**src/hdl/frame_pkg.sv**
```systemverilog
/*
 * frame_pkg
 * Shared constants for the monochrome frame buffer: raster geometry,
 * word packing, memory addressing and the memory slot phases.
 */
package frame_pkg;

   //////////////////////////////////////////////////
   // raster geometry
   //////////////////////////////////////////////////
   localparam int H_ACTIVE = 64;
   localparam int H_FRONT  = 4;
   localparam int H_SYNC   = 6;
   localparam int H_BACK   = 6;
   localparam int H_TOTAL  = H_ACTIVE + H_FRONT + H_SYNC + H_BACK;

   localparam int V_ACTIVE = 48;
   localparam int V_FRONT  = 1;
   localparam int V_SYNC   = 2;
   localparam int V_BACK   = 1;
   localparam int V_TOTAL  = V_ACTIVE + V_FRONT + V_SYNC + V_BACK;

   localparam int COL_W = 7;
   localparam int ROW_W = 6;

   //////////////////////////////////////////////////
   // pixels and memory words
   //////////////////////////////////////////////////
   localparam int PIX_W         = 8;
   localparam int PIX_PER_WORD  = 4;
   // column bits that select a pixel inside a word
   localparam int PHASE_W       = $clog2(PIX_PER_WORD);
   localparam int WORD_W        = PIX_W * PIX_PER_WORD;
   localparam int WORDS_PER_ROW = H_ACTIVE / PIX_PER_WORD;
   localparam int FRAME_WORDS   = WORDS_PER_ROW * V_ACTIVE;
   localparam int ADDR_W        = 10;

   // luma above this is white
   localparam int THRESHOLD = 127;

   // raster phases owned by the two memory peers
   localparam int WRITE_SLOT  = 2;
   localparam int READ_SLOT   = 0;
   localparam int MEM_LATENCY = 2;
   // arbiter register plus pixel output register around the memory pipe
   localparam int OUT_LAG     = MEM_LATENCY + 2;

   localparam int BAR_SHIFT = 3;

endpackage

```
**src/hdl/slot_arbiter.sv**
```systemverilog
`timescale 1ns/1ps
/*
 * slot_arbiter
 * Shares the frame memory port between capture writes and scan reads.
 * The low column bits pick the owner; memory controls are registered.
 */
module slot_arbiter import frame_pkg::*; (
   input  logic              clk,
   input  logic              rst_n,
   input  logic [COL_W-1:0]  col,
   input  logic              wr_pending,
   input  logic [ADDR_W-1:0] wr_addr,
   input  logic [WORD_W-1:0] wr_data,
   input  logic [ADDR_W-1:0] rd_addr,
   output logic              mem_we,
   output logic [ADDR_W-1:0] mem_addr,
   output logic [WORD_W-1:0] mem_wdata,
   output logic              wr_done
);

   logic [PHASE_W-1:0] phase;
   logic               write_slot;
   logic               read_slot;

   assign phase      = col[PHASE_W-1:0];
   assign write_slot = (phase == PHASE_W'(WRITE_SLOT));
   assign read_slot  = (phase == PHASE_W'(READ_SLOT));

   // word is taken in its slot, memory sees it one clock later
   assign wr_done = write_slot && wr_pending;

   always_ff @(posedge clk or negedge rst_n) begin
      if (!rst_n) begin
         mem_we <= 1'b0;
      end else begin
         mem_we <= wr_done;
      end
   end

   // address and data follow the slot owner
   always_ff @(posedge clk) begin
      if (wr_done) begin
         mem_addr  <= wr_addr;
         mem_wdata <= wr_data;
      end else if (read_slot) begin
         mem_addr <= rd_addr;
      end
   end

   // write strobe sits in the clock after the write slot, clear of the scan read
   assert property (@(posedge clk) disable iff (!rst_n)
      mem_we |-> (phase == PHASE_W'(WRITE_SLOT + 1)))
      else $error("memory write outside write slot");

endmodule

```
**config.mk**
```make
export PLATFORM = sky130hd
export DESIGN_NAME = slot_arbiter
export DESIGN_NICKNAME = d
export VERILOG_FILES = /design/src/hdl/frame_pkg.sv /design/src/hdl/slot_arbiter.sv
export SDC_FILE = /design/constraint.sdc
export NUM_CORES = 1
export LEC_CHECK = 0
export ABC_AREA = 1
export BUFFER_PORTS_ARGS = -buffer_cell sky130_fd_sc_hd__buf_2
export CORE_ASPECT_RATIO = 1.75
export CORE_UTILIZATION = 40
export CTS_CLUSTER_SIZE = 30
export DETAILED_ROUTE_END_ITERATION = 10
export PLACE_DENSITY = 0.78
export SYNTH_ARGS = -nofsm -noshare
export SYNTH_HDL_FRONTEND = slang
export SYNTH_SLANG_ARGS = --single-unit
```
**constraint.sdc**
```tcl
create_clock -name clk -period 1.3 [get_ports clk]
set_clock_uncertainty 0.15 [all_clocks]
set_input_delay 0.065 -clock clk [delete_from_list [all_inputs] [get_ports clk]]
set_output_delay 0.065 -clock clk [all_outputs]
set_load 0.01 [all_outputs]
```
# ---- After elaboration in Yosys (flattened, before gate mapping)
# Index checks and enable logic that the tools add are counted.
dict set report word_totals {
  regBits 43
  out_inout_bits 44
  elab_cells 9
  in_bits 62
}
dict set report classes {
  n_reduce_logical 3
  eq_ne 1
  muxes 2
}
# operator n
set op_table {}
lappend op_table {{$mux W10} 2}
lappend op_table {{$eq A2 B2 Y1 const B} 1}
lappend op_table {{$logic_not A2 Y1} 1}
lappend op_table {{$reduce_bool A2 Y1} 1}
lappend op_table {{$logic_and A1 B1 Y1} 1}

# ---- Logic depth before layout (Yosys ltp)
dict set report depth {
  word_depth 3
  mapped_depth 5
  mapped_depth_nobuf 4
}

# ---- Worst setup path before layout
# Ideal clock, no wire load.
dict set report synth_timing {
  kind {in2reg}
  start {in col[0]}
  end {reg mem_wdata[0] (enable)}
  stages 4
  setup_slack_ns -0.286
  required_time_ns 0.760
  arrival_time_ns 1.046
  n_path_buf 1
  path_cell_list {inv_1 > nand3_2 > buf_6 > inv_1}
}
dict set report synth_between {
  elab_chain_cells 2
}
# element line_no
set synth_lines {}
lappend synth_lines {{from (decl)} slot_arbiter.sv:10} ;# input logic [COL_W-1:0] col,
lappend synth_lines {{$eq A2 B2 Y1} slot_arbiter.sv:26} ;# assign write_slot = (phase == PHASE_W'(WRITE_SLOT));
lappend synth_lines {{$logic_and A1 B1 Y1} slot_arbiter.sv:30} ;# assign wr_done = write_slot && wr_pending;
lappend synth_lines {{via wr_done} slot_arbiter.sv:18} ;# output logic wr_done
lappend synth_lines {{to (signal assigned)} slot_arbiter.sv:44} ;# mem_wdata <= wr_data;
lappend synth_lines {{to (decl)} slot_arbiter.sv:17} ;# output logic [WORD_W-1:0] mem_wdata,
# The timed path passes the listed nets, and every way through them passes these cells.
# A chain may end at the register's enable or synchronous reset.

# ---- Worst setup path in the final report
dict set report layout_timing {
  start {in col[0]}
  end {out wr_done}
}
dict set report layout_between {
  elab_chain_cells 2
}
# element line_no
set layout_lines {}
lappend layout_lines {{$eq A2 B2 Y1} slot_arbiter.sv:26}
lappend layout_lines {{$logic_and A1 B1 Y1} slot_arbiter.sv:30}
lappend layout_lines {{to (decl)} slot_arbiter.sv:18}
# Every way passes these cells.

==> impl_metrics.toml <==
[place]
port_buffers = 100
dp_cells = 228
place.gp.congestion = 0.778
dpl.hpwl_microns = 2290

[worst_setup_path]
cp_data_required_time_ns = 1.09
start_kind = "input pin"
crit_type = "in -> out"
cp-endpoint = "wr_done"
arrival_ns = 0.85
endpoint_kind = "output pin"
crit_fanout = 16
setup.worst_path.start = "col[0]"

[sta]
slew_violations = 0
tightest_slew_ns = 0.167
max_freq_mhz = 936
post-route-period-util_pct = 82.2
rsz0062_at_grt = "no"
slew_headroom_pct = 88.9
finalSetupViolations = 0
final-hold-violation-count = 0
finalSetupTns_ns = 0
period_needed_ns = 1.07

[die]
start_util_pct = 43.0
rows = 28
die_area_sq_mm = 0.00394
core_sq_mm = 0.00343
die_x_microns = 47.9
io_pins = 106
die_height_microns = 82.3

[logic_synthesis]
synthCells = 81
seq_area_frac_synth_pct = 87.2
synth_ff_type = "edfxtp_1"
synth_async_sr_flop_share_pct = 2.33
synth_area_leader_cell = "edfxtp_1"
syn_area_per_cell_sq_um = 18.2
ys.warnings.count = 0
syn-num-nets = 143
synth.most_common_cell = "edfxtp_1"
synth_common_cells = "edfxtp_1 (42), nand2_1 (20), nand4_1 (10)"
syn_area_sq_mm = 0.00148
synth_edf_count = 42
ys_seq_elements = 43
synthTopCellsByArea = "edfxtp_1 (85%), nand2_1 (5.1%), nand4_1 (4.2%), dfrtp_1 (1.7%), buf_6 (0.76%)"
yosysTopAreaCellShare_pct = 85.5
synth_cell_types = 10

[run_status]
status = "finished, final reports clean"

[clock_tree]
cts_tree = "yes"
clockBufferDepth = 2
path_clk_slew_ns = 0.08
clock_sinks = 43
numCtsBuffers = 5
post_cts_resized = 0
post_cts_buffers = 0
clock-root-buffer = "clkbuf_8"
ctsHoldBuffers = 54
h-tree-depth = 2

[hold_path]
worstHoldStart = "col[0]"
hp-class = "in -> reg"

[cells_and_area]
diodes = 0
areaGrowthSynthToFinish_pct = 86.8
fin_cells = 290
drive_gt1_share_pct = 47.8
fin_nets = 306

[global_routing]
grt_max_degree = 19
grt_pass1_wl_microns = 6360
grt_pass1_vias = 1436
antenna_found_initial = 0
grt.total_usage_pct = 24.8
grt_overflow = 0

[routing]
drt-wirelength-per-cell_microns = 15.6
final_antenna_net_count = 0
vias_per_cell = 4.53
wl_microns = 4520
vias = 1314
firstDrtPassIters = 4
drt_iter0_drc = 43
drc = 0

[power_and_ir_drop]
swShare_pct = 20.2
pwr-share-comb_pct = 14.3
p_int_w = 0.00248
p_leak_nw = 1.22
vdd_drop_max_uv = 1040
power_frac_seq_pct = 52.5
power_switching_w = 0.000631
power.density_mw_per_mm2 = 1130
clockPowerShare_pct = 33.2

[run]
maxCapViolations = 0
==> sequential cells by signal, indices dropped and copies added (netlist names) <==
signal and cells:
mem_wdata 32, mem_addr 10, mem_we 1
==> placed cells by master (no fill, tap or decap) <==
cell,count
buf_12,2
buf_2,100
buf_4,4
bufinv_16,1
clkbuf_8,6
clkinv_2,1
clkinvlp_4,1
dfrtp_1,1
dlygate4sd3_1,54
edfxtp_1,42
inv_12,1
nand2_1,20
nand3_4,1
nand4_1,10
o21ai_1,1
==> kinds of logic after synthesis <==
group / share of synthesized area [%]
flip-flops: 87.2
AND/OR/NAND/NOR: 10.0
AO/OA/AOI/OAI: 0.339
buffers and inverters: 2.46
==> layer usage <==
metal  global-route usage (%)  up-vias  share of wire (%)
li1                         -      627                  -
met2                     48.5       75                 59
met1                     20.4      594                 31
met3                     5.87       18                6.3
met5                        0        -                  0
met4                     12.5        0                3.9
==> how the worst min path moves through the flow <==
| stage | endpoint | cells past startpoint |
|---|---|---|
| finish | mem_addr[7] | 4 |
| global route | mem_addr[8] | 4 |
| CTS | mem_addr[3] | 4 |
| detailed placement | mem_we | 1 |
| global placement | mem_we | 1 |
| floorplan | mem_we | 0 |
==> power groups by stage <==
stage,combinational [W],clock (W),sequential [W]
2_1_floorplan,0.0000631,0,0.00171
3_3_place_gp,0.000289,0,0.00166
3_5_place_dp,0.000300,0,0.00166
4_1_cts,0.000427,0.00105,0.00163
5_1_grt,0.000477,0.00109,0.00164
6_report,0.000445,0.00104,0.00164
==> worst max-delay path: stages <==
cell and delay [ns]:
buf_2 0.18, inv_12 0.06, nand3_4 0.10, clkinvlp_4 0.13, buf_12 0.17, buf_2 0.15
==> metrics by stage <==
stage	hold WS, ns	setup WS, ns	util [%]	total power [W]	cell area [sq um]
floorplan	-0.381	0.0000141	-	0.00178	1500
global placement	-0.308	0.195	61.1	0.00195	2100
detailed placement	-0.307	0.167	61.1	0.00196	2100
CTS	0.0966	0.245	80.2	0.00311	2760
global route	0.131	0.204	80.2	0.00321	2760
finish	0.110	0.232	80.2	0.00312	2760
==> layout make-up <==
| type | count | area, sq um |
|---|---|---|
| Clock buffer | 6 | 82.6 |
| Clock inverter | 2 | 35.0 |
| Fill cell | 214 | 678 |
| Inverter | 2 | 23.8 |
| Multi-Input combinational cell | 32 | 160 |
| Sequential cell | 43 | 1290 |
| Tap cell | 45 | 56.3 |
| Timing Repair Buffer | 160 | 1110 |
Note: power is estimated with default switching activity, not from simulation.
