## config.mk

```make
export PLATFORM = sky130hd
export DESIGN_NAME = pixel_capture
export DESIGN_NICKNAME = d
export VERILOG_FILES = /design/src/hdl/frame_pkg.sv /design/src/hdl/pixel_capture.sv
export SDC_FILE = /design/constraint.sdc
export NUM_CORES = 1
export LEC_CHECK = 0
export BUFFER_PORTS_ARGS = -buffer_cell sky130_fd_sc_hd__buf_2
export CAP_MARGIN = 20
export CORE_ASPECT_RATIO = 0.8
export CORE_UTILIZATION = 33
export CTS_CLUSTER_SIZE = 10
export DETAILED_ROUTE_END_ITERATION = 8
export GPL_TIMING_DRIVEN = 0
export PLACE_DENSITY = 0.61
export SYNTH_ARGS = -nofsm -noshare
export SYNTH_HDL_FRONTEND = slang
export SYNTH_SLANG_ARGS = --single-unit
```

## constraint.sdc

```tcl
create_clock -name clk -period 2.24 [get_ports clk]
set_clock_uncertainty 0.05 [all_clocks]
set_input_delay 0.448 -clock clk [delete_from_list [all_inputs] [get_ports clk]]
set_output_delay 0.448 -clock clk [all_outputs]
set_load 0.03 [all_outputs]
```

## src/hdl/frame_pkg.sv

```systemverilog
/*
 * frame_pkg
 * Shared constants for the monochrome frame buffer: raster geometry,
 * word packing, memory addressing and the memory slot phases.
 */
package frame_pkg;

   //////////////////////////////////////////////////
   // raster geometry
   //////////////////////////////////////////////////
   localparam int H_ACTIVE = 64;
   localparam int H_FRONT  = 4;
   localparam int H_SYNC   = 6;
   localparam int H_BACK   = 6;
   localparam int H_TOTAL  = H_ACTIVE + H_FRONT + H_SYNC + H_BACK;

   localparam int V_ACTIVE = 48;
   localparam int V_FRONT  = 1;
   localparam int V_SYNC   = 2;
   localparam int V_BACK   = 1;
   localparam int V_TOTAL  = V_ACTIVE + V_FRONT + V_SYNC + V_BACK;

   localparam int COL_W = 7;
   localparam int ROW_W = 6;

   //////////////////////////////////////////////////
   // pixels and memory words
   //////////////////////////////////////////////////
   localparam int PIX_W         = 8;
   localparam int PIX_PER_WORD  = 4;
   // column bits that select a pixel inside a word
   localparam int PHASE_W       = $clog2(PIX_PER_WORD);
   localparam int WORD_W        = PIX_W * PIX_PER_WORD;
   localparam int WORDS_PER_ROW = H_ACTIVE / PIX_PER_WORD;
   localparam int FRAME_WORDS   = WORDS_PER_ROW * V_ACTIVE;
   localparam int ADDR_W        = 10;

   // luma above this is white
   localparam int THRESHOLD = 127;

   // raster phases owned by the two memory peers
   localparam int WRITE_SLOT  = 2;
   localparam int READ_SLOT   = 0;
   localparam int MEM_LATENCY = 2;
   // arbiter register plus pixel output register around the memory pipe
   localparam int OUT_LAG     = MEM_LATENCY + 2;

   localparam int BAR_SHIFT = 3;

endpackage

```

## src/hdl/pixel_capture.sv

```systemverilog
`timescale 1ns/1ps
/*
 * pixel_capture
 * Thresholds the incoming luma stream to black or white, packs four
 * pixels per memory word with the first pixel in the low byte, and holds
 * the finished word until the arbiter commits it in the write slot.
 */
module pixel_capture import frame_pkg::*; (
   input  logic              clk,
   input  logic              rst_n,
   input  logic [PIX_W-1:0]  pix_luma,
   input  logic              pix_valid,
   input  logic              frame_start,
   input  logic              wr_done,
   output logic              wr_pending,
   output logic [ADDR_W-1:0] wr_addr,
   output logic [WORD_W-1:0] wr_data
);

   logic [PHASE_W-1:0]      pix_cnt;
   logic [WORD_W-PIX_W-1:0] pack_reg;
   logic [ADDR_W-1:0]       word_addr;
   logic [PIX_W-1:0]        pix_bw;
   logic                    take_pix;
   logic                    word_done;

   // 255 above threshold, else 0
   assign pix_bw = (pix_luma > PIX_W'(THRESHOLD)) ? '1 : '0;

   // frame_start wins, a pixel in the same clock is dropped
   assign take_pix  = pix_valid && !frame_start;
   assign word_done = take_pix && (pix_cnt == PHASE_W'(PIX_PER_WORD - 1));

   //////////////////////////////////////////////////
   // pixel count, word address, pending flag
   //////////////////////////////////////////////////
   always_ff @(posedge clk or negedge rst_n) begin
      if (!rst_n) begin
         pix_cnt    <= '0;
         word_addr  <= '0;
         wr_pending <= 1'b0;
      end else begin
         if (frame_start) begin
            // drop any partial word and restart at word 0
            pix_cnt   <= '0;
            word_addr <= '0;
         end else if (take_pix) begin
            pix_cnt <= pix_cnt + 1'b1;
            if (word_done) begin
               if (word_addr == ADDR_W'(FRAME_WORDS - 1)) begin
                  word_addr <= '0;
               end else begin
                  word_addr <= word_addr + 1'b1;
               end
            end
         end
         // a new word takes priority over the commit of the old one
         if (word_done) begin
            wr_pending <= 1'b1;
         end else if (wr_done) begin
            wr_pending <= 1'b0;
         end
      end
   end

   //////////////////////////////////////////////////
   // packing register and hold buffer
   //////////////////////////////////////////////////
   always_ff @(posedge clk) begin
      // new pixel enters at the top and moves down one byte per pixel
      if (take_pix) begin
         pack_reg <= {pix_bw, pack_reg[WORD_W-PIX_W-1:PIX_W]};
      end
      if (word_done) begin
         wr_data <= {pix_bw, pack_reg};
         wr_addr <= word_addr;
      end
   end

   // single hold buffer, the arbiter must have taken the last word
   // before the next one completes
   assert property (@(posedge clk) disable iff (!rst_n)
      word_done |-> (!wr_pending || wr_done))
      else $error("capture word overrun at word %0d", word_addr);

endmodule

```

# Word level (Yosys, flattened, before mapping)
# Index checks and enable logic that the tools add are counted.
# classes
add_sub_neg,2
n_mul,0
div,0
magnitude_cmp,1
eq_ne,2
shift,0
n_mux,9
bitwise,0
reduce_logical,7
# ops
operator,count
2-to-1 mux 10 bit,4
adder 10 x 1 -> 10 bit (second input constant),1
equality test 10 bit (second input constant),1
> comparator 8 x 7 -> 1 bit (second input constant),1
2-to-1 mux 8 bit,1
nonzero test 2 bit,3
2-to-1 mux 2 bit,2
adder 2 x 1 -> 2 bit (second input constant),1
equality test 2 bit (second input constant),1
logical AND 1 bit,2
2-to-1 mux 1 bit,2
AND reduction 2 bit,1
zero test 1 bit,1
# word_totals
regBits,79
latch_bits,0
ram_bits,0
romBits,0
input_bits,13
out_inout_bits,43
elab_cells,27
memories,0

# Logic depth before layout (Yosys ltp)
# logic_depth
word_depth,6
depth_mapped,5
mapped_depth_nobuf,4

# Least setup slack after synthesis
# No wires, ideal clock.
# synth_timing
path_type,input port to flip-flop
from,input frame_start
to,register word_addr[9]
setup_ps,87
arrival_time_ps,1507
setup_slack_ps,596
cell_stages,4
path_buffers,1
cell_sequence,buf_4 -> and3b_1 -> o31ai_1 -> o211ai_1
# synth_between
elab_chain_len,5
# synth_lines
element,line,text
"start, declared",pixel_capture.sv:13,"input logic frame_start,"
zero test 1 bit,pixel_capture.sv:31,assign take_pix = pix_valid && !frame_start;
logical AND 1 bit,pixel_capture.sv:31,
logical AND 1 bit,pixel_capture.sv:32,assign word_done = take_pix && (pix_cnt == PHASE_W'(PIX_PER_WORD - 1));
net word_done,pixel_capture.sv:25,logic word_done;
nonzero test 2 bit (no line),-,
AND reduction 2 bit (no line),-,
"end signal, assigned",pixel_capture.sv:53,word_addr <= word_addr + 1'b1;
"end, declared",pixel_capture.sv:22,logic [ADDR_W-1:0] word_addr;
# The timed path passes the listed nets, and every way through them passes these cells.
# A chain may end at the register's enable or synchronous reset.

# Worst setup path in the final report
# layout_timing
from,register pix_cnt[0]
to,register word_addr[9]
# layout_between
elab_chain_len,4
# layout_lines
element,line,text
"start, declared",pixel_capture.sv:20,logic [PHASE_W-1:0] pix_cnt;
"start signal, assigned",pixel_capture.sv:48,pix_cnt <= pix_cnt + 1'b1;
equality test 2 bit,pixel_capture.sv:32,
logical AND 1 bit,pixel_capture.sv:32,
net word_done,pixel_capture.sv:25,
nonzero test 2 bit (no line),-,
AND reduction 2 bit (no line),-,
# The timed path passes the listed nets, and every way through them passes these cells.

==> summary.md <==
| Metric | Value |
|---|---|
| Leading area contributor after synthesis | edfxtp_1 |
| Least-Margin Pin Slew | 0.734 ns |
| GRT Util Overall | 12.2% |
| Netlist Area Pre-Place | 1440 um2 |
| Largest net degree at the start of global routing | 17 |
| Post-route antenna net violation count | 0 |
| Initial Util | 34.5% |
| Critical path buffer and inverter count | 0 |
| Synth Instances | 118 |
| Slew Limit Fails | 0 |
| Total CTS buffers | 5 |
| Delay-heaviest family, CP | simple AND/OR/NAND/NOR gates |
| Hold Path Class | in -> async |
| Congestion Overflow GR | 0 |
| Final TNS setup | 0 ns |
| Bufs on Longest Clock Path | 2 |
| Crit-path cells | ha_1 -> and3b_1 -> o31ai_1 -> o211ai_1 |
| Max Clk Rate | 518 MHz |
| # clock sinks | 30 |
| Max-cap violations | 0 |
| DIE AREA | 4640 um2 |
| P&R area growth vs syn | 26.5% |
| Worst Path Class, Setup | reg -> reg |
| Power density cells | 571 nW/um2 |
| Die Y | 61.1 um |
| CTS root buffer | clkbuf_8 |
| Area share of the largest cell type after synthesis | 35.4% |
| Syn Nets | 133 |
| Largest stage delay on the critical path | 0.67 ns |
| Failing checks | design-rule violations |
| Worst IR drop on VDD | 0.000385 V |
| Largest registers | word_addr (10), wr_addr (10), wr_data (4) |
| Most common cell after layout, fill and taps aside | buf_2 |
| Clock-pin slew on the worst setup and hold paths | 0.06 ns |
| Vias | 1,036 |
| Pre-antenna DRT Iters | 6 |
| Worst R2R Setup Slack | 0.31 ns |
| Detailed Route WL | 2.64 mm |
| Layout cells sized above 1 | 50.6% |
| Main synth FF type | edfxtp_1 |
| Worst setup SP type | register |
| CP arrival | 2.06 ns |
| Synthesized flop and latch total | 30 |
| Critical R2R Launch | pix_cnt[0] |
| Number of synthesis warnings | 0 |
| First-pass GRT wire length | 3.92 mm |
| DIE WIDTH | 75.9 um |
| Slew margin rel. | 51.1% |
| Gpl congestion | 0.861 |
| Core area | 4180 um2 |
| Placed wire-length estimate | 1.94 mm |
| Vias per cell | 4.52 |
| Antenna violations before repair | 0 |
| Number of port buffers | 46 |
| Syn Area/Cell | 12.2 um2 |
| Skew-Pair Late Insertion Delay | 0.27 ns |
| NumNets Final | 186 |
| Remaining DRCs | 2 |
| Netlist cell types | 32 |
| Slowest CP cell | and3b_1 |
| Worst Setup End Kind | register |
| Post-CTS Setup Inserts | 0 |
| RSZ-0062 raised after global routing | false |
| Crit path from | pix_cnt[0] |
| Most frequent cells in the layout | buf_2, buf_4, edfxtp_1 |
| Antenna Cells | 0 |
| Worst-path maximum fanout | 16 |
| Final Cycle Share | 86.2% |
| Vias in the first global route | 890 |
| Outcome | finished, violations left |
| Seq/Total Area, Yosys | 58.0% |
| Initial drt markers | 35 |
| Core Util, Final | 43.6% |
| Post-layout min period | 1.93 ns |
| CTS Hold Buffers Added | 0 |
| Post-synth EDFFs | 17 |
| # IOs | 56 |
| Ranking of synthesized cells by area | edfxtp_1, dfrtp_1, buf_4 |
| Synth async-reset ratio | 43.3% |
| Post_cts resized | 0 |
| Final Setup Violations | 0 |
| Final hold violations | 0 |
| Cell Rows | 21 |
| CTS tree | yes |
| Wire length per cell | 11.5 um |
| Data required time at the worst endpoint | 2.37 ns |
| Leakage power | 0.822 nW |
| H-tree levels | 2 |
kinds of logic (layout without fill, tap and decap cells):
family | count (synthesis) | in the layout | share of synthesized area (%)
fa+ha+maj | 2 | 2 | 1.74
buf+inv | 35 | 89 | 17.0
compound gates | 18 | 18 | 8.51
mux | 2 | 2 | 1.48
flops | 30 | 30 | 58.0
xor+xnor | 2 | 2 | 1.22
simple gates | 29 | 29 | 12.1
cells in the mapped netlist, drive strengths merged, types with 2 or more instances:
| master | n |
|---|---|
| buf | 31 |
| edfxtp | 17 |
| dfrtp | 13 |
| nand2 | 7 |
| a21oi | 6 |
| nand3 | 5 |
| o31ai | 5 |
| o21ai | 4 |
| or4 | 4 |
| inv | 3 |
| nor2 | 3 |
| ha | 2 |
| nor2b | 2 |
| or3 | 2 |
per-layer routing:
| layer | GRT usage [%] | vias to the layer above | wire [um] |
|---|---|---|---|
| met1 | 14.4 | 495 | 1160 |
| met5 | 0 | - | 0 |
| met3 | 3.93 | 4 | 155 |
| met4 | 8.20 | 0 | 46 |
| li1 | - | 501 | - |
| met2 | 19.2 | 36 | 1280 |
worst register-to-register path, stage by stage, from the launching register on:
cell and delay, ns:
dfrtp_1 0.36, ha_1 0.27, and3b_1 0.67, o31ai_1 0.26, o211ai_1 0.24
metrics by stage:
stage          instances  setup slack, ns  hold WS, ns  total power, mW  instance area (um2)
2_1_floorplan        118            0.596        0.102            0.641                 1440
3_3_place_gp         221            0.187        0.297            0.656                 1740
3_5_place_dp         221            0.164        0.306            0.659                 1740
4_1_cts              229            0.275      0.00998             1.06                 1820
5_1_grt              229            0.171       0.0225             1.09                 1820
6_report             229            0.310       0.0107             1.04                 1820
final cells by class:
type,instances,area (um2)
flip-flops and latches,30,836
clock buffers,8,80.1
multi-input cells,53,360
repair buffers,46,230
plain buffers,32,234
well taps,57,71.3
fillers,394,2350
inverters,3,11.3
power breakdown:
group          switching [mW]  internal (mW)  total [mW]
clock                   0.175          0.220       0.394
sequential            0.00454          0.590       0.595
combinational          0.0330         0.0193      0.0523
total                   0.212          0.830        1.04
final timing paths:
kind	to	cells past startpoint
worst max-delay path	word_addr[9]	4
worst min-delay path	word_addr[7]	1
worst max register to register	word_addr[9]	4
worst min register to register	wr_data[7]	0
max in group asynchronous	word_addr[8]	1
min in group clk	wr_data[30]	1
No activity file was read; power rests on OpenSTA's default activity.
