==> src/hdl/frame_pkg.sv <==
/*
 * frame_pkg
 * Shared constants for the monochrome frame buffer: raster geometry,
 * word packing, memory addressing and the memory slot phases.
 */
package frame_pkg;

   //////////////////////////////////////////////////
   // raster geometry
   //////////////////////////////////////////////////
   localparam int H_ACTIVE = 64;
   localparam int H_FRONT  = 4;
   localparam int H_SYNC   = 6;
   localparam int H_BACK   = 6;
   localparam int H_TOTAL  = H_ACTIVE + H_FRONT + H_SYNC + H_BACK;

   localparam int V_ACTIVE = 48;
   localparam int V_FRONT  = 1;
   localparam int V_SYNC   = 2;
   localparam int V_BACK   = 1;
   localparam int V_TOTAL  = V_ACTIVE + V_FRONT + V_SYNC + V_BACK;

   localparam int COL_W = 7;
   localparam int ROW_W = 6;

   //////////////////////////////////////////////////
   // pixels and memory words
   //////////////////////////////////////////////////
   localparam int PIX_W         = 8;
   localparam int PIX_PER_WORD  = 4;
   // column bits that select a pixel inside a word
   localparam int PHASE_W       = $clog2(PIX_PER_WORD);
   localparam int WORD_W        = PIX_W * PIX_PER_WORD;
   localparam int WORDS_PER_ROW = H_ACTIVE / PIX_PER_WORD;
   localparam int FRAME_WORDS   = WORDS_PER_ROW * V_ACTIVE;
   localparam int ADDR_W        = 10;

   // luma above this is white
   localparam int THRESHOLD = 127;

   // raster phases owned by the two memory peers
   localparam int WRITE_SLOT  = 2;
   localparam int READ_SLOT   = 0;
   localparam int MEM_LATENCY = 2;
   // arbiter register plus pixel output register around the memory pipe
   localparam int OUT_LAG     = MEM_LATENCY + 2;

   localparam int BAR_SHIFT = 3;

endpackage

==> src/hdl/scan_fetch.sv <==
`timescale 1ns/1ps
/*
 * scan_fetch
 * Fetches one memory word per four-pixel group ahead of the scan,
 * unpacks it into pixels, optionally swaps in vertical test bars, and
 * delays sync and blank so all display outputs share the same lag.
 */
module scan_fetch import frame_pkg::*; (
   input  logic              clk,
   input  logic              rst_n,
   input  logic [COL_W-1:0]  col,
   input  logic [ROW_W-1:0]  row,
   input  logic              line_sync,
   input  logic              frame_sync,
   input  logic              raster_blank,
   input  logic [WORD_W-1:0] rd_data,
   input  logic              bar_mode,
   output logic [ADDR_W-1:0] rd_addr,
   output logic [PIX_W-1:0]  vga_pixel,
   output logic              hsync,
   output logic              vsync,
   output logic              blank
);

   logic [PHASE_W-1:0]       phase;
   logic                     addr_step;
   logic                     word_load;
   logic [COL_W-1:0]         next_col;
   logic [ROW_W-1:0]         next_row;
   logic [ROW_W-1:0]         fetch_row;
   logic [COL_W-PHASE_W-1:0] fetch_word;
   logic [ADDR_W-1:0]        fetch_addr;
   logic [PIX_W-1:0]         bar_pix;
   logic [WORD_W-1:0]        load_word;
   logic [WORD_W-PIX_W-1:0]  pix_shift;
   // per stage {hsync, vsync, blank}
   logic [2:0]               sync_pipe [OUT_LAG];

   assign phase = col[PHASE_W-1:0];
   // last clock of a group, address moves on to the next group
   assign addr_step = (phase == PHASE_W'(READ_SLOT + PIX_PER_WORD - 1));
   // read data for this group is on rd_data
   assign word_load = (phase == PHASE_W'(READ_SLOT + 1 + MEM_LATENCY));

   //////////////////////////////////////////////////
   // fetch address for the next group
   //////////////////////////////////////////////////
   always_comb begin
      next_col = col + 1'b1;
      if (row == ROW_W'(V_TOTAL - 1)) begin
         next_row = '0;
      end else begin
         next_row = row + 1'b1;
      end
      // past the active columns, aim at word 0 of the upcoming row
      if (next_col < COL_W'(H_ACTIVE)) begin
         fetch_row  = row;
         fetch_word = next_col[COL_W-1:PHASE_W];
      end else begin
         fetch_row  = next_row;
         fetch_word = '0;
      end
      if (fetch_row < ROW_W'(V_ACTIVE)) begin
         fetch_addr = ADDR_W'(fetch_row) * ADDR_W'(WORDS_PER_ROW) + ADDR_W'(fetch_word);
      end else begin
         fetch_addr = '0;
      end
   end

   // bars from column bits above BAR_SHIFT, same over a whole group
   assign bar_pix   = {col[BAR_SHIFT+2:BAR_SHIFT], {(PIX_W-3){1'b0}}};
   assign load_word = bar_mode ? {PIX_PER_WORD{bar_pix}} : rd_data;

   //////////////////////////////////////////////////
   // address, pixel shifter, sync delay
   //////////////////////////////////////////////////
   always_ff @(posedge clk or negedge rst_n) begin
      if (!rst_n) begin
         rd_addr   <= '0;
         vga_pixel <= '0;
         pix_shift <= '0;
         for (int i = 0; i < OUT_LAG; i++) begin
            sync_pipe[i] <= 3'b111;
         end
      end else begin
         if (addr_step) begin
            rd_addr <= fetch_addr;
         end
         // low byte goes straight out, the rest waits in the shifter
         if (word_load) begin
            vga_pixel <= load_word[PIX_W-1:0];
            pix_shift <= load_word[WORD_W-1:PIX_W];
         end else begin
            vga_pixel <= pix_shift[PIX_W-1:0];
            pix_shift <= {{PIX_W{1'b0}}, pix_shift[WORD_W-PIX_W-1:PIX_W]};
         end
         // active low syncs, active high blank
         sync_pipe[0] <= {~line_sync, ~frame_sync, raster_blank};
         for (int i = 1; i < OUT_LAG; i++) begin
            sync_pipe[i] <= sync_pipe[i-1];
         end
      end
   end

   assign hsync = sync_pipe[OUT_LAG-1][2];
   assign vsync = sync_pipe[OUT_LAG-1][1];
   assign blank = sync_pipe[OUT_LAG-1][0];

endmodule

==> config.mk <==
export PLATFORM = sky130hd
export DESIGN_NAME = scan_fetch
export DESIGN_NICKNAME = d
export VERILOG_FILES = /design/src/hdl/frame_pkg.sv /design/src/hdl/scan_fetch.sv
export SDC_FILE = /design/constraint.sdc
export NUM_CORES = 1
export LEC_CHECK = 0
export BUFFER_PORTS_ARGS = -buffer_cell sky130_fd_sc_hd__buf_2
export CAP_MARGIN = 20
export CORE_UTILIZATION = 40
export CTS_CLUSTER_DIAMETER = 200
export DETAILED_ROUTE_END_ITERATION = 10
export GPL_TIMING_DRIVEN = 0
export HOLD_SLACK_MARGIN = 0.03
export PLACE_DENSITY = 0.73
export SYNTH_ARGS = -nofsm -noshare
export SYNTH_HDL_FRONTEND = slang
export SYNTH_SLANG_ARGS = --single-unit
export TNS_END_PERCENT = 10
==> constraint.sdc <==
create_clock -name clk -period 1.6 [get_ports clk]
set_clock_uncertainty 0.2 [all_clocks]
set_input_delay 0.32 -clock clk [delete_from_list [all_inputs] [get_ports clk]]
set_output_delay 0.32 -clock clk [all_outputs]
set_load 0.05 [all_outputs]
# Yosys cells after proc, flatten, opt, wreduce, memory -nomap -nowiden
# Cells that the tools add are included.
[word_totals]
reg_bits = 54
input_bits = 51
out_inout_bits = 21
wordCells = 23
[classes]
add_sub_neg = 3
n_lt_le_gt_ge = 2
eq_ne = 2
muxes = 7
n_bitwise = 2
[ops]
columns = ["operator", "n"]
rows = [
  ["$mux 32", 1],
  ["$mux 24", 1],
  ["$mux 6", 2],
  ["$add 10x5->10", 1],
  ["$mux 10", 1],
  ["$mux 8", 1],
  ["$add 7x1->7 const B", 1],
  ["$lt 7x7->1 const B", 1],
  ["$add 6x1->6 const B", 1],
  ["$eq 6x6->1 const B", 1],
  ["$lt 6x6->1 const B", 1],
  ["$mux 5", 1],
  ["$eq 2x2->1 const B", 1],
  ["$not 1->1", 2],
]

# Longest topological paths before layout
[logic_depth]
depth_word = 5
ltp_mapped = 6
ltp_nobuf = 6

# Least setup slack after synthesis
# No wires, ideal clock.
[synth_path]
path_type = "input port to flip-flop"
from = "in col[4]"
to = "reg rd_addr[4]"
arrival_ns = 1.531
required_time_ns = 1.266
slack_ns = -0.265
path_stages = 6
path_buffers = 1
cell_sequence = "buf_2 -> and2_1 -> nand3_4 -> a211o_1 -> a32oi_4 -> o31ai_1"
[synth_between]
elab_chain_cells = 5
word_cells_on_any_way = 7
classes_between = "2 x add/sub; 2 x order compare; 3 x mux"
[synth_lines]
columns = ["item", "line_no", "source"]
rows = [
  ["start: declaration", "scan_fetch.sv:11", "input logic [COL_W-1:0] col,"],
  ["$add 7x1->7 *", "scan_fetch.sv:49", "next_col = col + 1'b1;"],
  ["$lt 7x7->1", "scan_fetch.sv:56", "if (next_col < COL_W'(H_ACTIVE)) begin"],
  ["$mux 6 or $mux 5 (tied branches)", "scan_fetch.sv:56", ""],
  ["$add 10x5->10 or $lt 6x6->1 (tied branches)", "scan_fetch.sv:64, scan_fetch.sv:63", ""],
  ["$mux 10 *", "scan_fetch.sv:63", "if (fetch_row < ROW_W'(V_ACTIVE)) begin"],
  ["end signal: assignment", "scan_fetch.sv:87", "rd_addr <= fetch_addr;"],
  ["end: declaration", "scan_fetch.sv:18", "output logic [ADDR_W-1:0] rd_addr,"],
]
# Mark *: on every way between the ends. The rest lies on a longest branch, timed or not.
# A chain may end at the register's enable or synchronous reset.

# Worst setup path after layout
[layout_path]
from = "in row[3]"
to = "reg rd_addr[2]"
[layout_between]
elab_chain_cells = 5
word_cells_on_any_way = 6
classes_between = "1 x add/sub; 1 x order compare; 1 x eq/ne; 3 x mux"
[layout_lines]
columns = ["item", "line_no", "source"]
rows = [
  ["start: declaration", "scan_fetch.sv:12", "input logic [ROW_W-1:0] row,"],
  ["$add 6x1->6 or $eq 6x6->1 (tied branches)", "scan_fetch.sv:53, scan_fetch.sv:50", ""],
  ["$mux 6", "scan_fetch.sv:50", "if (row == ROW_W'(V_TOTAL - 1)) begin"],
  ["$mux 6 *", "scan_fetch.sv:56", ""],
  ["$lt 6x6->1 *", "scan_fetch.sv:63", ""],
  ["$mux 10 *", "scan_fetch.sv:63", ""],
]
# Marked as above.

==> metrics <==
status complete, but fails checks; failing checks setup timing; Die Width 78.81 um; leakage about 1.5 nW; layer with the highest usage met2; Final WS setup -0.1565 ns; initial antenna violation count 0; kind of critical path input port to register; syn nets 270; largest family of logic cells by synthesized area simple AND/OR/NAND/NOR gates; top_reg_cell synth dfrtp_1; Slew headroom 0.6733; vias in the first global route 1,730; overall power roughly 3 mW; first-pass GRT wire length between 8000 and 9000 um; DR WL/cell between 10 and 15 um; largest net degree at the start of global routing 55; GRT met3 Usage 0.02989; mapped cell area 0.002360 mm2; crit end category register; worst endpoint required time 1.60 ns; part of the cycle the worst path needs 1.098; DR vias approximately 1,800; RSZ-0062 raised after global routing yes; Avg Synthesized Cell Area 10.82 um2; met2 usage 0.2852; Util after Layout 0.5605; Final setup viols 9; I/O pins 72; Worst Path Max Fanout 8; Worst Hold Depth 3; mux share of post-synthesis cell area 0.05514; Tmin final about 1.8 ns; R2R Setup Slk roughly 0.58 ns; Synth Instances about 220; Yosys cell types 38; R2R depth 2; FF-to-FF Start rd_addr[9]; vias per cell 4.821; clock buffer depth 2; gr ovfl total 0; WHS Endpoint pix_shift[21]; worst setup path startpoint row[3]; fraction of synthesized cell area in xor and xnor cells 0.02227; Yosys reg bits 54; clk slew on worst S/H paths 0.09 ns; Final ANT Viol Nets 0; H-tree levels 2; DRT Pass-1 Iters 4; Root Driver clkbuf_8; Max Slew Vio Count 0; TritonCTS Buffers 5; gr usage total 0.1736; FMAX around 0.57 GHz; n_diodes 0; Reg-to-Reg End rd_addr[9]; Adder-Cell Fraction of Synth Area 0.005302; Power Density 933.5 mW/mm2; Buffers on Ports between 60 and 70; Layout fillers 526; ys async rst share 1.000; # nets final approximately 360; number of DRC markers in iteration 0 115; register area share after synthesis 0.5790; hpwl dp 3522 um; Clock Sinks 54; final WL 5121 um; Crit path arrival time between 1.5 and 2 ns; Die Area 0.006210 mm2; Ys Warns 0; layout cell share with drive strength beyond 1 0.3583; compound-gate portion of the synthesized area 0.1310; crit path launch type input port; Syn-to-layout area delta 33.19%; Routability Congestion 0.7939; hold_sp rd_data[29]; Initial Util 0.4208; Hold Crit Class input port to register; Core Box Area roughly 0.0056 mm2; Synth Area in Simple Gates 0.1750; Hold Violations, Final 0; Slew @ Worst Pin 0.4901 ns; CTS tree yes; number of max-cap violations 0; met1 GRT Util 0.2231; standard-cell row count 27; Residual DRC 0; number of enable flip-flop cells after synthesis 0; VDD IR max about 0.44 mV; Vert. Die Dim 78.81 um; Clk Latency, worst-skew pair 0.31 ns
==> layout make-up <==
type                    count  area (um2)  area share
flip-flops and latches     54        1366      0.4347
multi-input cells         148       984.7      0.3133
repair buffers             81       523.0      0.1664
well taps                  72       90.09     0.02866
clock buffers               6       82.58     0.02627
plain buffers              13       68.82     0.02189
clock inverters             2       16.27    0.005175
inverters                   3       11.26    0.003583
==> through the flow <==
| stage | TNS (ns) | setup WS, ns | hold WS [ns] | cell area [um2] | cells |
|---|---|---|---|---|---|
| 2_1_floorplan | -1.037 | -0.1423 | -0.1756 | 2362 | 218 |
| 3_3_place_gp | -10.54 | -0.4779 | 0.1457 | 2793 | 358 |
| 3_5_place_dp | -11.35 | -0.4984 | 0.1472 | 2793 | 358 |
| 4_1_cts | -0.3899 | -0.1058 | 0.03475 | 3067 | 377 |
| 5_1_grt | -1.594 | -0.1868 | 0.05483 | 3143 | 379 |
| 6_report | -0.5966 | -0.1565 | 0.05153 | 3143 | 379 |
==> registers in the layout (all words and copies together) (netlist names) <==
| register | flops |
|---|---|
| vga_pixel | 8 |
| sync_pipe | 9 |
| hsync | 1 |
| vsync | 1 |
| pix_shift | 24 |
| blank | 1 |
| rd_addr | 10 |
==> critical path, stage by stage <==
cell and delay (ns):
buf_6 0.10, or3b_4 0.41, a31oi_4 0.18, o211a_1 0.22
a32oi_4 0.07, buf_12 0.16, o41ai_4 0.29
==> cells by family after synthesis <==
family                     Yosys count
AOI/OAI and AO/OA                   45
xor gates and xnor gates             6
adders and majority gates            1
buffers and inverters               16
DFF                                 54
muxes                               13
and+or+nand+nor                     83
==> how the worst max path moves through the flow <==
stage,end
floorplan,rd_addr[1]
global placement,rd_addr[1]
detailed placement,rd_addr[2]
CTS,rd_addr[2]
global route,rd_addr[2]
finish,rd_addr[2]
==> routing by layer <==
layer	wire (um)	vias to the layer above
met3	291	9
met5	0	-
met2	2528	58
li1	-	917
met1	2199	843
met4	102	0
==> synth_stat cells (2+ instances only) <==
cell	n	area share
nor2_1	7	0.011
dfstp_2	12	0.13
nand3_1	2	0.0042
o21ai_0	25	0.053
nand2b_1	15	0.040
o41ai_1	4	0.015
clkbuf_1	6	0.0095
xnor2_1	4	0.015
buf_6	2	0.0095
and2_1	8	0.021
buf_1	4	0.0064
nand2_1	41	0.065
nand4_1	3	0.0080
inv_1	3	0.0048
mux2i_1	13	0.055
xor2_1	2	0.0074
o31ai_1	5	0.016
dfrtp_1	42	0.45
==> power breakdown <==
part	internal [mW]	switching, mW	total [mW]
combinational	0.225	0.416	0.641
sequential	1.47	0.0322	1.50
clock	0.357	0.433	0.790
total	2.05	0.881	2.93
==> timing repair <==
item / 4_1_cts / 5_1_grt
resized for setup: 13 / 12
pin swaps: 9 / 2
endpoints found under the setup margin: 15 / 26
hold buffers: 9 / 1
endpoints found under the hold margin: 9 / 15
setup buffers: 3 / 0
==> cells in the final DEF, fill, tap and decap left out, types with 4 or more instances in the layout <==
cell           instances
and2_1                 7
buf_2                 61
buf_4                  5
buf_6                  6
clkbuf_1               5
clkbuf_8               6
dfrtp_1               42
dfstp_2               12
dlygate4sd3_1         10
mux2i_1               13
nand2_1               41
nand2b_1              15
nor2_1                 6
o21ai_0               24
o31ai_1                5
xnor2_1                4
Note: power is estimated with default switching activity, not from simulation.
