===== config.mk =====
export PLATFORM = sky130hd
export DESIGN_NAME = raster_timing
export DESIGN_NICKNAME = d
export VERILOG_FILES = /design/src/hdl/frame_pkg.sv /design/src/hdl/raster_timing.sv
export SDC_FILE = /design/constraint.sdc
export NUM_CORES = 1
export LEC_CHECK = 0
export ABC_AREA = 1
export BUFFER_PORTS_ARGS = -buffer_cell sky130_fd_sc_hd__buf_2
export CORE_MARGIN = 5
export CORE_UTILIZATION = 35
export CTS_BUF_LIST = sky130_fd_sc_hd__clkbuf_2 sky130_fd_sc_hd__clkbuf_4 sky130_fd_sc_hd__clkbuf_8
export DETAILED_ROUTE_END_ITERATION = 8
export GPL_TIMING_DRIVEN = 1
export PLACE_DENSITY_LB_ADDON = 0.25
export SETUP_SLACK_MARGIN = 0.1
export SYNTH_ARGS = -nofsm -noshare
export SYNTH_HDL_FRONTEND = slang
export SYNTH_SLANG_ARGS = --single-unit

===== constraint.sdc =====
create_clock -name clk -period 1.3 [get_ports clk]
set_input_delay 0.065 -clock clk [delete_from_list [all_inputs] [get_ports clk]]
set_output_delay 0.065 -clock clk [all_outputs]
set_load 0.005 [all_outputs]

===== src/hdl/frame_pkg.sv =====
/*
 * frame_pkg
 * Shared constants for the monochrome frame buffer: raster geometry,
 * word packing, memory addressing and the memory slot phases.
 */
package frame_pkg;

   //////////////////////////////////////////////////
   // raster geometry
   //////////////////////////////////////////////////
   localparam int H_ACTIVE = 64;
   localparam int H_FRONT  = 4;
   localparam int H_SYNC   = 6;
   localparam int H_BACK   = 6;
   localparam int H_TOTAL  = H_ACTIVE + H_FRONT + H_SYNC + H_BACK;

   localparam int V_ACTIVE = 48;
   localparam int V_FRONT  = 1;
   localparam int V_SYNC   = 2;
   localparam int V_BACK   = 1;
   localparam int V_TOTAL  = V_ACTIVE + V_FRONT + V_SYNC + V_BACK;

   localparam int COL_W = 7;
   localparam int ROW_W = 6;

   //////////////////////////////////////////////////
   // pixels and memory words
   //////////////////////////////////////////////////
   localparam int PIX_W         = 8;
   localparam int PIX_PER_WORD  = 4;
   // column bits that select a pixel inside a word
   localparam int PHASE_W       = $clog2(PIX_PER_WORD);
   localparam int WORD_W        = PIX_W * PIX_PER_WORD;
   localparam int WORDS_PER_ROW = H_ACTIVE / PIX_PER_WORD;
   localparam int FRAME_WORDS   = WORDS_PER_ROW * V_ACTIVE;
   localparam int ADDR_W        = 10;

   // luma above this is white
   localparam int THRESHOLD = 127;

   // raster phases owned by the two memory peers
   localparam int WRITE_SLOT  = 2;
   localparam int READ_SLOT   = 0;
   localparam int MEM_LATENCY = 2;
   // arbiter register plus pixel output register around the memory pipe
   localparam int OUT_LAG     = MEM_LATENCY + 2;

   localparam int BAR_SHIFT = 3;

endpackage


===== src/hdl/raster_timing.sv =====
`timescale 1ns/1ps
/*
 * raster_timing
 * Column and row counters for the display scan. Decodes the horizontal
 * and vertical sync windows and the blanking interval from the counts.
 */
module raster_timing import frame_pkg::*; (
   input  logic             clk,
   input  logic             rst_n,
   output logic [COL_W-1:0] col,
   output logic [ROW_W-1:0] row,
   output logic             line_sync,
   output logic             frame_sync,
   output logic             raster_blank
);

   logic col_last;
   logic row_last;

   assign col_last = (col == COL_W'(H_TOTAL - 1));
   assign row_last = (row == ROW_W'(V_TOTAL - 1));

   //////////////////////////////////////////////////
   // counters
   //////////////////////////////////////////////////
   always_ff @(posedge clk or negedge rst_n) begin
      if (!rst_n) begin
         col <= '0;
         row <= '0;
      end else begin
         if (col_last) begin
            col <= '0;
            // row advances at end of line
            if (row_last) begin
               row <= '0;
            end else begin
               row <= row + 1'b1;
            end
         end else begin
            col <= col + 1'b1;
         end
      end
   end

   //////////////////////////////////////////////////
   // sync and blank decode
   //////////////////////////////////////////////////
   // both syncs are active high here, scan_fetch turns them into
   // the active low display pins
   assign line_sync = (col >= COL_W'(H_ACTIVE + H_FRONT)) &&
                      (col <  COL_W'(H_ACTIVE + H_FRONT + H_SYNC));

   assign frame_sync = (row >= ROW_W'(V_ACTIVE + V_FRONT)) &&
                       (row <  ROW_W'(V_ACTIVE + V_FRONT + V_SYNC));

   // outside the active window on either axis
   assign raster_blank = (col >= COL_W'(H_ACTIVE)) || (row >= ROW_W'(V_ACTIVE));

   // the slot phases downstream rely on a line length that is a whole
   // number of word groups
   assert property (@(posedge clk) disable iff (!rst_n)
      col_last |-> (col[PHASE_W-1:0] == {PHASE_W{1'b1}}))
      else $error("line total is not a whole number of word groups");

endmodule


==> Word-level counts from Yosys, hierarchy flattened <==
Index checks and enable logic that the tools add are counted.
W data, S select, Z words.
{ "op_classes": {"addsub": 2, "n_lt_le_gt_ge": 6, "eq_ne": 2, "n_mux": 2, "n_reduce_logical": 3} }
{ "op_table": {"columns": ["op", "count"], "rows": [
  ["$ge A7 B7 Y1 const B", 2],
  ["$ge A6 B6 Y1 const B", 2],
  ["$add A7 B1 Y7 const B", 1],
  ["$eq A7 B7 Y1 const B", 1],
  ["$lt A7 B7 Y1 const B", 1],
  ["$mux W7", 1],
  ["$add A6 B1 Y6 const B", 1],
  ["$eq A6 B6 Y1 const B", 1],
  ["$lt A6 B6 Y1 const B", 1],
  ["$mux W6", 1],
  ["$logic_and A1 B1 Y1", 2],
  ["$logic_or A1 B1 Y1", 1]
]} }
{ "totals": {"regBits": 13, "input_bits": 2, "output_inout_bits": 16, "word_cells": 17} }

==> Longest topological paths before layout <==
Gate-level depths: netlist of run 1.
{ "logic_depth": {"ltp_word": 2, "depth_mapped": 6, "mapped_depth_nobuf": 6} }

==> Worst setup path before layout of run 1 <==
OpenSTA, ideal clock, no wires.
{ "synth_timing": {"path_kind": "flip-flop to flip-flop", "start": "register col[0]", "end": "register row[5]", "setup_ns": 0.069, "t_arrival_ns": 1.161, "required_time_ns": 1.231, "slack_ns": 0.071, "stages_incl_launch_ff": 7, "path_buffers": 1, "synth_period_minus_slack_ns": 1.229, "cell_sequence": "dfrtp_1 > ha_1 > nand3_2 > nor2_4 > buf_6 > a21oi_2 > nor2_2"} }
{ "synth_between": {"elab_chain_cells": 1} }
{ "synth_rtl": {"columns": ["element", "line", "rtl"], "rows": [
  ["start: declaration", "raster_timing.sv:10", "output logic [COL_W-1:0] col,"],
  ["start signal: assignment", "raster_timing.sv:40", "col <= col + 1'b1;"],
  ["$eq A7 B7 Y1", "raster_timing.sv:20", "assign col_last = (col == COL_W'(H_TOTAL - 1));"],
  ["end signal: assignment", "raster_timing.sv:37", "row <= row + 1'b1;"],
  ["end: declaration", "raster_timing.sv:11", "output logic [ROW_W-1:0] row,"]
]} }
No other way between the ends.
A chain may end at the register's enable or synchronous reset.

==> Worst setup path after layout of run 1 <==
{ "layout_timing": {"start": "register row[0]", "end": "output frame_sync"} }
{ "layout_between": {"elab_chain_cells": 2, "word_cells_on_any_way": 3, "classes_between": "order compare (2); reduce/logical (1)"} }
{ "layout_rtl": {"columns": ["element", "line", "rtl"], "rows": [
  ["$ge A6 B6 Y1 or $lt A6 B6 Y1 (tied branches)", "raster_timing.sv:53, raster_timing.sv:54", null],
  ["$logic_and A1 B1 Y1 *", "raster_timing.sv:53", "assign frame_sync = (row >= ROW_W'(V_ACTIVE + V_FRONT)) &&"],
  ["end: declaration", "raster_timing.sv:13", "output logic frame_sync,"]
]} }
Mark *: on every way between the ends. The rest lies on a longest branch, timed or not.

==> results.ini, run 1 <==
[clocking]
root_buffer=clkbuf_4
insertion_delay_ns=0.27
tritoncts=built
clk_pin_slew_worst_paths_ns=0.08
cts_buffers=3
htreeDepth=1
cts.sinks=13
clk_path_buf_depth=2

[routing]
drt_iter0_markers=9
wl_per_cell_um=12.01
drc_errors=0
final_antenna_net_count=0
routed_via_density=4.658
first_pass_iters=4
drt_wl_total_um=1753
vias=680

[place]
routabilityCongestion=0.7709
io_buffers=17
hpwl_um=1106

[finish]
drive_above_1_share_pct=58.82
multi_input_area_um2=451.7
mostFrequentLayoutCells=buf_2, nand2_1, dfrtp_1
layout_commonest_cell=buf_2
area_delta_synth_final_pct=61.19
antenna_cells=0
regArea_um2=330.3
num-fill-cells=185
post-route-util_pct=58.80
nets=127

[setup_path]
crit_path_start_kind=register
arrival_ns=1.30
reg2reg_to=row[5]$_DFFE_PN0N_
end_kind=primary output
path_class=register to primary output
crit_fanout=5
cp.required_ns=1.24
reg2reg_depth=8
reg2reg_slack_ns=-0.01
r2r_start=col[4]$_DFF_PN0_

[yosys]
yosysUniqueCellTypes=21
syn-num-nets=90
yosysSeqAreaShare_pct=45.45
synth_seq_cells=13
avgSynthCellArea_um2=8.623
syn_inst=83
ys_warn_count=0
syn_area_um2=715.7

[grt]
antenna_found_initial=0
gr-total-overflow=0
grt_pass1_wl_um=2967
grt_start_max_net_pins=14
first_global_vias=706
grt.total_usage_pct=12.20

[hold_path]
hp-class=primary input to asynchronous set/reset pin

[power]
power_density_nw_per_um2=594.2
leakage_nw=0.5532
power_w=0.0006855
vdd_ir_drop_max_mv=0.4257

[die]
rows=16
core_area_um2=1962
die_w_um=55.22
die_height_um=55.22
die_area_um2=3049
boundaryPins=18
initial_core_util_pct=36.48

[job]
max_cap_viol_count=0

[sta]
max_slew_margin_pct=80.27
finalCritPeriodShare_pct=105.3
max_freq_ghz=0.7303
grt_setup_unrepaired=yes
drv_slew=0
worst-slew-pin-transition_ns=0.2960
min_period_ns=1.369
finClkSkew_ns=0.0004131
hold_viol=0
setup_viol=3
setup_ws_ns=-0.06921

[run_status]
outcome=finished, violations left
violations=negative setup slack

area by class of cell:
| cell class | instances | area share (%) |
|---|---|---|
| multi-input combinational | 57 | 39.15 |
| sequential | 13 | 28.63 |
| timing repair buffer | 33 | 22.13 |
| inverter | 12 | 4.555 |
| tap | 27 | 2.928 |
| clock buffer | 4 | 2.603 |
synth_stat cells, drive strengths merged:
cell type	count	area [µm²]
xor2	2	17.52
xnor2	1	8.760
dfrtp	13	325.3
a211oi	2	15.01
nand3	10	55.05
nor3	1	5.000
o21ai	4	20.02
inv	12	45.04
a21oi	5	28.78
nand2	16	60.06
buf	1	11.26
nor3b	1	7.510
a21o	1	7.510
ha	5	62.56
nor2	8	40.04
nand4	1	6.260
sequential cells by signal (all words and copies together) (netlist names):
signal	cells
col	7
row	6
report_power, final:
group,internal [W],total [W],switching (W)
logic,0.00000305,0.0000110,0.00000791
clock network,0.000140,0.000271,0.000131
registers,0.000404,0.000404,0
critical path: stages, from the launching register on:
cell      delay, ns
dfrtp_2        0.45
ha_2           0.25
a211oi_2       0.20
buf_2          0.14
cell families (layout without fill, tap and decap cells):
kind of cell	count (synthesis)	after routing	synth area share (%)
compound gates	12	12	9.965
fa+ha+maj	5	5	8.741
xor+xnor	3	3	3.672
simple gates	37	37	24.30
buf+inv	13	49	7.867
flops	13	13	45.45
worst max path at each step:
| stage | endpoint | depth (start not counted) | from |
|---|---|---|---|
| after floorplan | row[5]$_DFFE_PN0N_ | 6 | col[0]$_DFF_PN0_ |
| after global placement | row[2]$_DFFE_PN0N_ | 6 | col[1]$_DFF_PN0_ |
| after detailed placement | row[2]$_DFFE_PN0N_ | 6 | col[1]$_DFF_PN0_ |
| after CTS | frame_sync | 3 | row[0]$_DFFE_PN0N_ |
| after global routing | frame_sync | 3 | row[0]$_DFFE_PN0N_ |
| final | frame_sync | 3 | row[0]$_DFFE_PN0N_ |
per-layer routing:
metal	share of wire (%)	wire length [µm]	vias up	global-route usage, %
met4	3.5	61	0	7.292
li1	-	-	339	-
met2	47	816	21	19.76
met3	4.4	77	7	2.564
met1	46	798	313	14.74
met5	0	0	-	0
per-stage QoR:
step | hold slack (ns) | setup slack (ns) | instance area, µm² | cells | TNS, ns
floorplan | -0.2306 | 0.1069 | 725.7 | 83 | 0
global placement | -0.02345 | 0.04919 | 878.3 | 132 | 0
detailed placement | -0.03443 | 0.01233 | 878.3 | 132 | 0
CTS | 0.1958 | -0.06462 | 1075 | 143 | -0.08990
global route | 0.2309 | -0.1537 | 1154 | 146 | -0.8395
finish | 0.1977 | -0.06921 | 1154 | 146 | -0.1489
repair_timing:
| item | in CTS | in global routing |
|---|---|---|
| setup endpoints to repair | 7 | 12 |
| pin swaps | 10 | 12 |
| hold endpoints to repair | 13 | 0 |
| cloned | 1 | 0 |
| setup buffers | 5 | 4 |
| hold buffers | 1 | 0 |
| gates resized for setup | 25 | 23 |
No activity file was read; power rests on OpenSTA's default activity.
==> run 2, diff against run 1 <==
--- a/config.mk
+++ b/config.mk
@@ -5,7 +5,6 @@
 export SDC_FILE = /design/constraint.sdc
 export NUM_CORES = 1
 export LEC_CHECK = 0
-export ABC_AREA = 1
 export BUFFER_PORTS_ARGS = -buffer_cell sky130_fd_sc_hd__buf_2
 export CORE_MARGIN = 5
 export CORE_UTILIZATION = 35
==> run 2 against run 1 <==
Against the previous run: the run still ends with negative setup slack left; critical path depth increased by 1; register-to-register slack got worse by 0.07 ns; clock power increased by 3%; first-iteration DRC count decreased by 33%; clock skew increased by 0.0077 ns; flip-flop and latch count unchanged; combinational power increased by 5%; critical path type unchanged.
==> results.ini, run 2 <==
[power]
power_density_nw_per_um2=528.8
leakage_nw=0.6759
vdd_ir_drop_max_mv=0.4836
power_w=0.0006947

[setup_path]
end_kind=primary output
r2r_start=col[4]$_DFF_PN0_
crit_start=row[0]$_DFFE_PN0N_
cp_slowest_cell=dfrtp_2
path_class=register to primary output
crit_path_start_kind=register
worstPathCellList=ha_4 > buf_6 > nor3b_2 > buf_2
max_stage_delay_ns=0.47
arrival_ns=1.33
cp.required_ns=1.24
crit_fanout=4

[yosys]
synth_top_flop_cell=dfrtp_1
synth_top_area_share_pct=41.47
avgSynthCellArea_um2=10.60
syn_inst=74
syn-num-nets=81
synth_edf_count=0
synthTopCellsByCount=dfrtp_1, inv_1, nor2_1, ha_1
synth.largest_area_cell=dfrtp_1
synth_seq_cells=13
async_reset_ff_share_pct=100.0
syn_area_um2=784.5
ys_top_cells_by_area=dfrtp_1, ha_1, mux2_4
yosysSeqAreaShare_pct=41.47
ys_warn_count=0
yosysUniqueCellTypes=31
yosysMostFrequentCell=dfrtp_1

[die]
die_w_um=57.35
die_area_um2=3288
initial_core_util_pct=36.16
boundaryPins=18
die_height_um=57.35
core_area_um2=2170
rows=17

[place]
routabilityCongestion=0.7704
hpwl_um=1397
io_buffers=17
dpl-instance-area_um2=1040
place_ws_ns=-0.05093

[finish]
regMostFlops=col
drive_above_1_share_pct=59.35
antenna_cells=0
nets=131
post-route-util_pct=60.55
largest_reg_flops=7
area_delta_synth_final_pct=67.46
mostFrequentLayoutCells=buf_6, buf_2, buf_4
layout_commonest_cell=buf_6
design_area_um2=1314
reg_top3=col x7, row x6

[routing]
wl_per_cell_um=14.10
vias=726
final_antenna_net_count=0
drt_wl_total_um=2129
drc_errors=0
routed_via_density=4.808
first_pass_iters=4
drt_iter0_markers=6

[sta]
min_period_ns=1.391
grt_setup_unrepaired=yes
drv_slew=0
max_freq_ghz=0.7190
hold_viol=0
setup_ws_ns=-0.09082
finClkSkew_ns=0.008124
finalCritPeriodShare_pct=107.0
max_slew_margin_pct=79.25
setup_viol=5
whs_ns=0.2065
worst-slew-pin-transition_ns=0.3112

[grt]
grt.total_usage_pct=13.87
grt_pass1_wl_um=3477
first_global_vias=766
gr-total-overflow=0
antenna_found_initial=0
grt_start_max_net_pins=14

[clocking]
insertion_delay_ns=0.28
cts_buffers=3
cts.sinks=13
tritoncts=built
htreeDepth=1
clk_pin_slew_worst_paths_ns=0.09
root_buffer=clkbuf_4
clk_path_buf_depth=2

[hold_path]
hp-class=primary input to asynchronous set/reset pin

[job]
max_cap_viol_count=0

[run_status]
outcome=finished, violations left
violations=negative setup slack

-- run 2: cell types whose count changed after synthesis, sizes merged, moves of 2 or more --
cell	delta
a211oi	-2
a21oi	-4
a22o	+2
a31oi	+2
and3	+3
and3b	+2
inv	-5
mux2	+2
nand2	-16
nand2b	+2
nand3	-6
or2b	+2
-- run 2: cells by family (layout without fill, tap and decap cells) --
family	after synthesis	after routing	synth area share, %
simple gates	29	29	26.63
mux	3	3	5.104
buf+inv	8	57	4.307
fa+ha+maj	5	5	7.974
compound gates	12	12	10.05
flops	13	13	41.47
xor+xnor	4	4	4.467
-- run 2: cell type report --
cell class              count  area, µm²
clock buffers               4      30.03
fillers                   192      855.8
inverters                   7      28.78
multi-input cells          53      516.7
flip-flops and latches     13      329.1
well taps                  28      35.03
repair buffers             46      374.1
-- run 2: through the flow --
stage | TNS, ns | instances
CTS | -0.3693 | 149
global route | -0.7268 | 151
floorplan | -0.3386 | 74
finish | -0.3344 | 151
detailed placement | -0.08276 | 136
global placement | -0.04382 | 136
-- run 2: worst max-delay path, delay by kind of cell (launching register included) --
family	cells	cell delay (ns)
DFF	1	0.47
buffers and inverters	2	0.25
adders and majority gates	1	0.18
and+or+nand+nor	1	0.16
-- run 2: timing repair --
action                                  in CTS  in global routing
buffers inserted                             8                  2
endpoints found under the hold margin       13                  0
cloned                                       0                  0
resized for setup                           27                 17
pin swaps                                   14                  7
hold buffers                                 1                  0
endpoints found under the setup margin      12                 17
-- run 2: path summary, 6_finish.rpt --
path | slack [ns] | cells past startpoint | endpoint
worst min-delay path | 0.21 | 2 | row[5]$_DFFE_PN0N_
min in group clk | 0.60 | 2 | row[5]$_DFFE_PN0N_
worst max-delay path | -0.09 | 4 | frame_sync
worst max register to register | -0.08 | 4 | row[2]$_DFFE_PN0N_
max in group asynchronous | 0.83 | 2 | row[1]$_DFFE_PN0N_
worst min register to register | 0.60 | 2 | row[5]$_DFFE_PN0N_
-- run 2: layer usage --
metal	GRT usage [%]	part of all wire (%)
met5	0	0
met4	2.980	0.47
met3	5.204	4.3
met2	23.87	52
met1	16.36	43
-- run 2: power by group --
| group | switching (W) | internal (W) | leakage, nW | total, W |
|---|---|---|---|---|
| logic | 0.00000842 | 0.00000306 | 0.495 | 0.0000115 |
| registers | 0 | 0.000404 | 0.162 | 0.000404 |
| clock network | 0.000139 | 0.000140 | 0.0184 | 0.000279 |
| total | 0.000148 | 0.000547 | 0.676 | 0.000695 |
==> run 3, diff against run 2 <==
--- a/config.mk
+++ b/config.mk
@@ -9,7 +9,9 @@
 export CORE_MARGIN = 5
 export CORE_UTILIZATION = 35
 export CTS_BUF_LIST = sky130_fd_sc_hd__clkbuf_2 sky130_fd_sc_hd__clkbuf_4 sky130_fd_sc_hd__clkbuf_8
+export CTS_CLUSTER_SIZE = 40
 export DETAILED_ROUTE_END_ITERATION = 8
+export GPL_ROUTABILITY_DRIVEN = 0
 export GPL_TIMING_DRIVEN = 1
 export PLACE_DENSITY_LB_ADDON = 0.25
 export SETUP_SLACK_MARGIN = 0.1
==> constraint.sdc (replaced) <==
create_clock -name clk -period 1.3 [get_ports clk]
set_input_delay 0.26 -clock clk [delete_from_list [all_inputs] [get_ports clk]]
set_output_delay 0.26 -clock clk [all_outputs]
set_load 0.005 [all_outputs]
==> run 3 against run 2 <==
Against the previous run: the run still ends with negative setup slack left; global-route usage fell by 2.3 points; first-iteration DRC count rose by 67%; non-clock buffer count rose by 9; critical path depth rose by 1; design area rose by 9.8%; utilization rose by 5.9 points; critical path type unchanged.
==> results.ini, run 3 (synthesis results as in run 2) <==
[die]
die_height_um=57.35
die_w_um=57.35
initial_core_util_pct=36.16
core_area_um2=2170
boundaryPins=18
rows=17
die_area_um2=3288

[setup_path]
crit_start=row[0]$_DFFE_PN0N_
end_kind=primary output
crit_fanout=5
cp.required_ns=1.04
crit_path_start_kind=register
max_stage_delay_ns=0.43
critical-path-top-delay-family=flip-flops
worstPathCellList=inv_1 > ha_2 > nor2b_4 > nor3b_2 > buf_2
r2r_start=col[4]$_DFF_PN0_
cp_slowest_cell=dfrtp_1
path_class=register to primary output
arrival_ns=1.31
worst-path-buf-inv=2

[sta]
grt_setup_unrepaired=yes
min_period_ns=1.569
max_slew_margin_pct=78.47
max_freq_ghz=0.6375
worst-slew-pin-transition_ns=0.3229
hold_viol=0
finalCritPeriodShare_pct=120.7
drv_slew=0
finClkSkew_ns=0.007127
tns_ns=-1.390
setup_viol=11
setup_ws_ns=-0.2687

[grt]
grt_start_max_net_pins=14
first_global_vias=739
grt_pass1_wl_um=3015
grt.total_usage_pct=11.58
antenna_found_initial=0
gr-total-overflow=0

[finish]
drive_above_1_share_pct=59.09
regMostFlops=col
reg_top3=col x7, row x6
mostFrequentLayoutCells=buf_6, buf_4, dfrtp_1
largest_reg_flops=7
layout_commonest_cell=buf_6
area_delta_synth_final_pct=83.89
antenna_cells=0
post-route-util_pct=66.49
nets=140

[routing]
drc_errors=0
routed_via_density=4.913
first_pass_iters=4
wl_per_cell_um=13.58
vias=786
drt_iter0_markers=10
drt_wl_total_um=2173
final_antenna_net_count=0

[clocking]
insertion_delay_ns=0.28
tritoncts=built
cts_buffers=3
clk_pin_slew_worst_paths_ns=0.09
cts.sinks=13
htreeDepth=1
root_buffer=clkbuf_4
clk_path_buf_depth=2

[run_status]
violations=negative setup slack
outcome=finished, violations left

[power]
vdd_ir_drop_max_mv=0.5224
power_w=0.0006766
power_density_nw_per_um2=469.0
leakage_nw=0.7450

[job]
max_cap_viol_count=0

[place]
io_buffers=17
hpwl_um=1332

[hold_path]
hp-class=primary input to asynchronous set/reset pin

[run 3: changes by cell type in the layout (fill, tap and decap cells not counted), sizes merged]
cell,change
clkbuf,-1
clkinv,+1
buf,+9
[run 3: routing by layer]
layer	wire, µm	global-route usage, %	vias to the layer above
met5	0	0	-
met4	19	4.636	0
met3	69	3.167	2
met2	1199	20.00	11
met1	885	13.40	397
li1	-	-	376
[run 3: through the flow]
step           setup slack, ns  cells  hold WS, ns  cell area [µm²]
2_1_floorplan          -0.1908     74     -0.03559            810.8
3_3_place_gp          -0.04081    137       0.1658             1062
3_5_place_dp          -0.05070    137       0.1742             1062
4_1_cts                -0.2923    148       0.3995             1196
5_1_grt                -0.3739    160       0.4076             1443
6_report               -0.2687    160       0.3928             1443
[run 3: where the power goes]
group | switching (W) | leakage, nW | internal, W | total, W
clock network | 0.000147 | 0.0177 | 0.000114 | 0.000261
registers | 0 | 0.167 | 0.000404 | 0.000404
logic | 0.00000861 | 0.560 | 0.00000305 | 0.0000117
[run 3: area by class of cell]
| class | instances | area (µm²) |
|---|---|---|
| Inverter | 7 | 26.28 |
| Tap cell | 28 | 35.03 |
| Multi-Input combinational cell | 53 | 514.2 |
| Clock inverter | 1 | 5.005 |
| Sequential cell | 13 | 325.3 |
| Fill cell | 192 | 726.9 |
| Timing Repair Buffer | 55 | 514.2 |
| Clock buffer | 3 | 22.52 |
[run 3: timing repair]
item	in CTS	in global routing
setup buffers	6	17
gates resized for setup	12	38
gates cloned	0	0
hold buffers	1	0
pin swaps	2	12
hold endpoints to repair	13	0
setup endpoints to repair	20	23
[run 3: path summary, 6_finish.rpt]
check | end | slack (ns) | cells after the start
worst min register to register | row[1]$_DFFE_PN0N_ | 0.60 | 2
worst min-delay path | col[2]$_DFF_PN0_ | 0.39 | 2
max in group asynchronous | row[2]$_DFFE_PN0N_ | 0.66 | 2
worst max register to register | row[2]$_DFFE_PN0N_ | -0.19 | 5
min in group clk | row[1]$_DFFE_PN0N_ | 0.60 | 2
worst max-delay path | frame_sync | -0.27 | 5
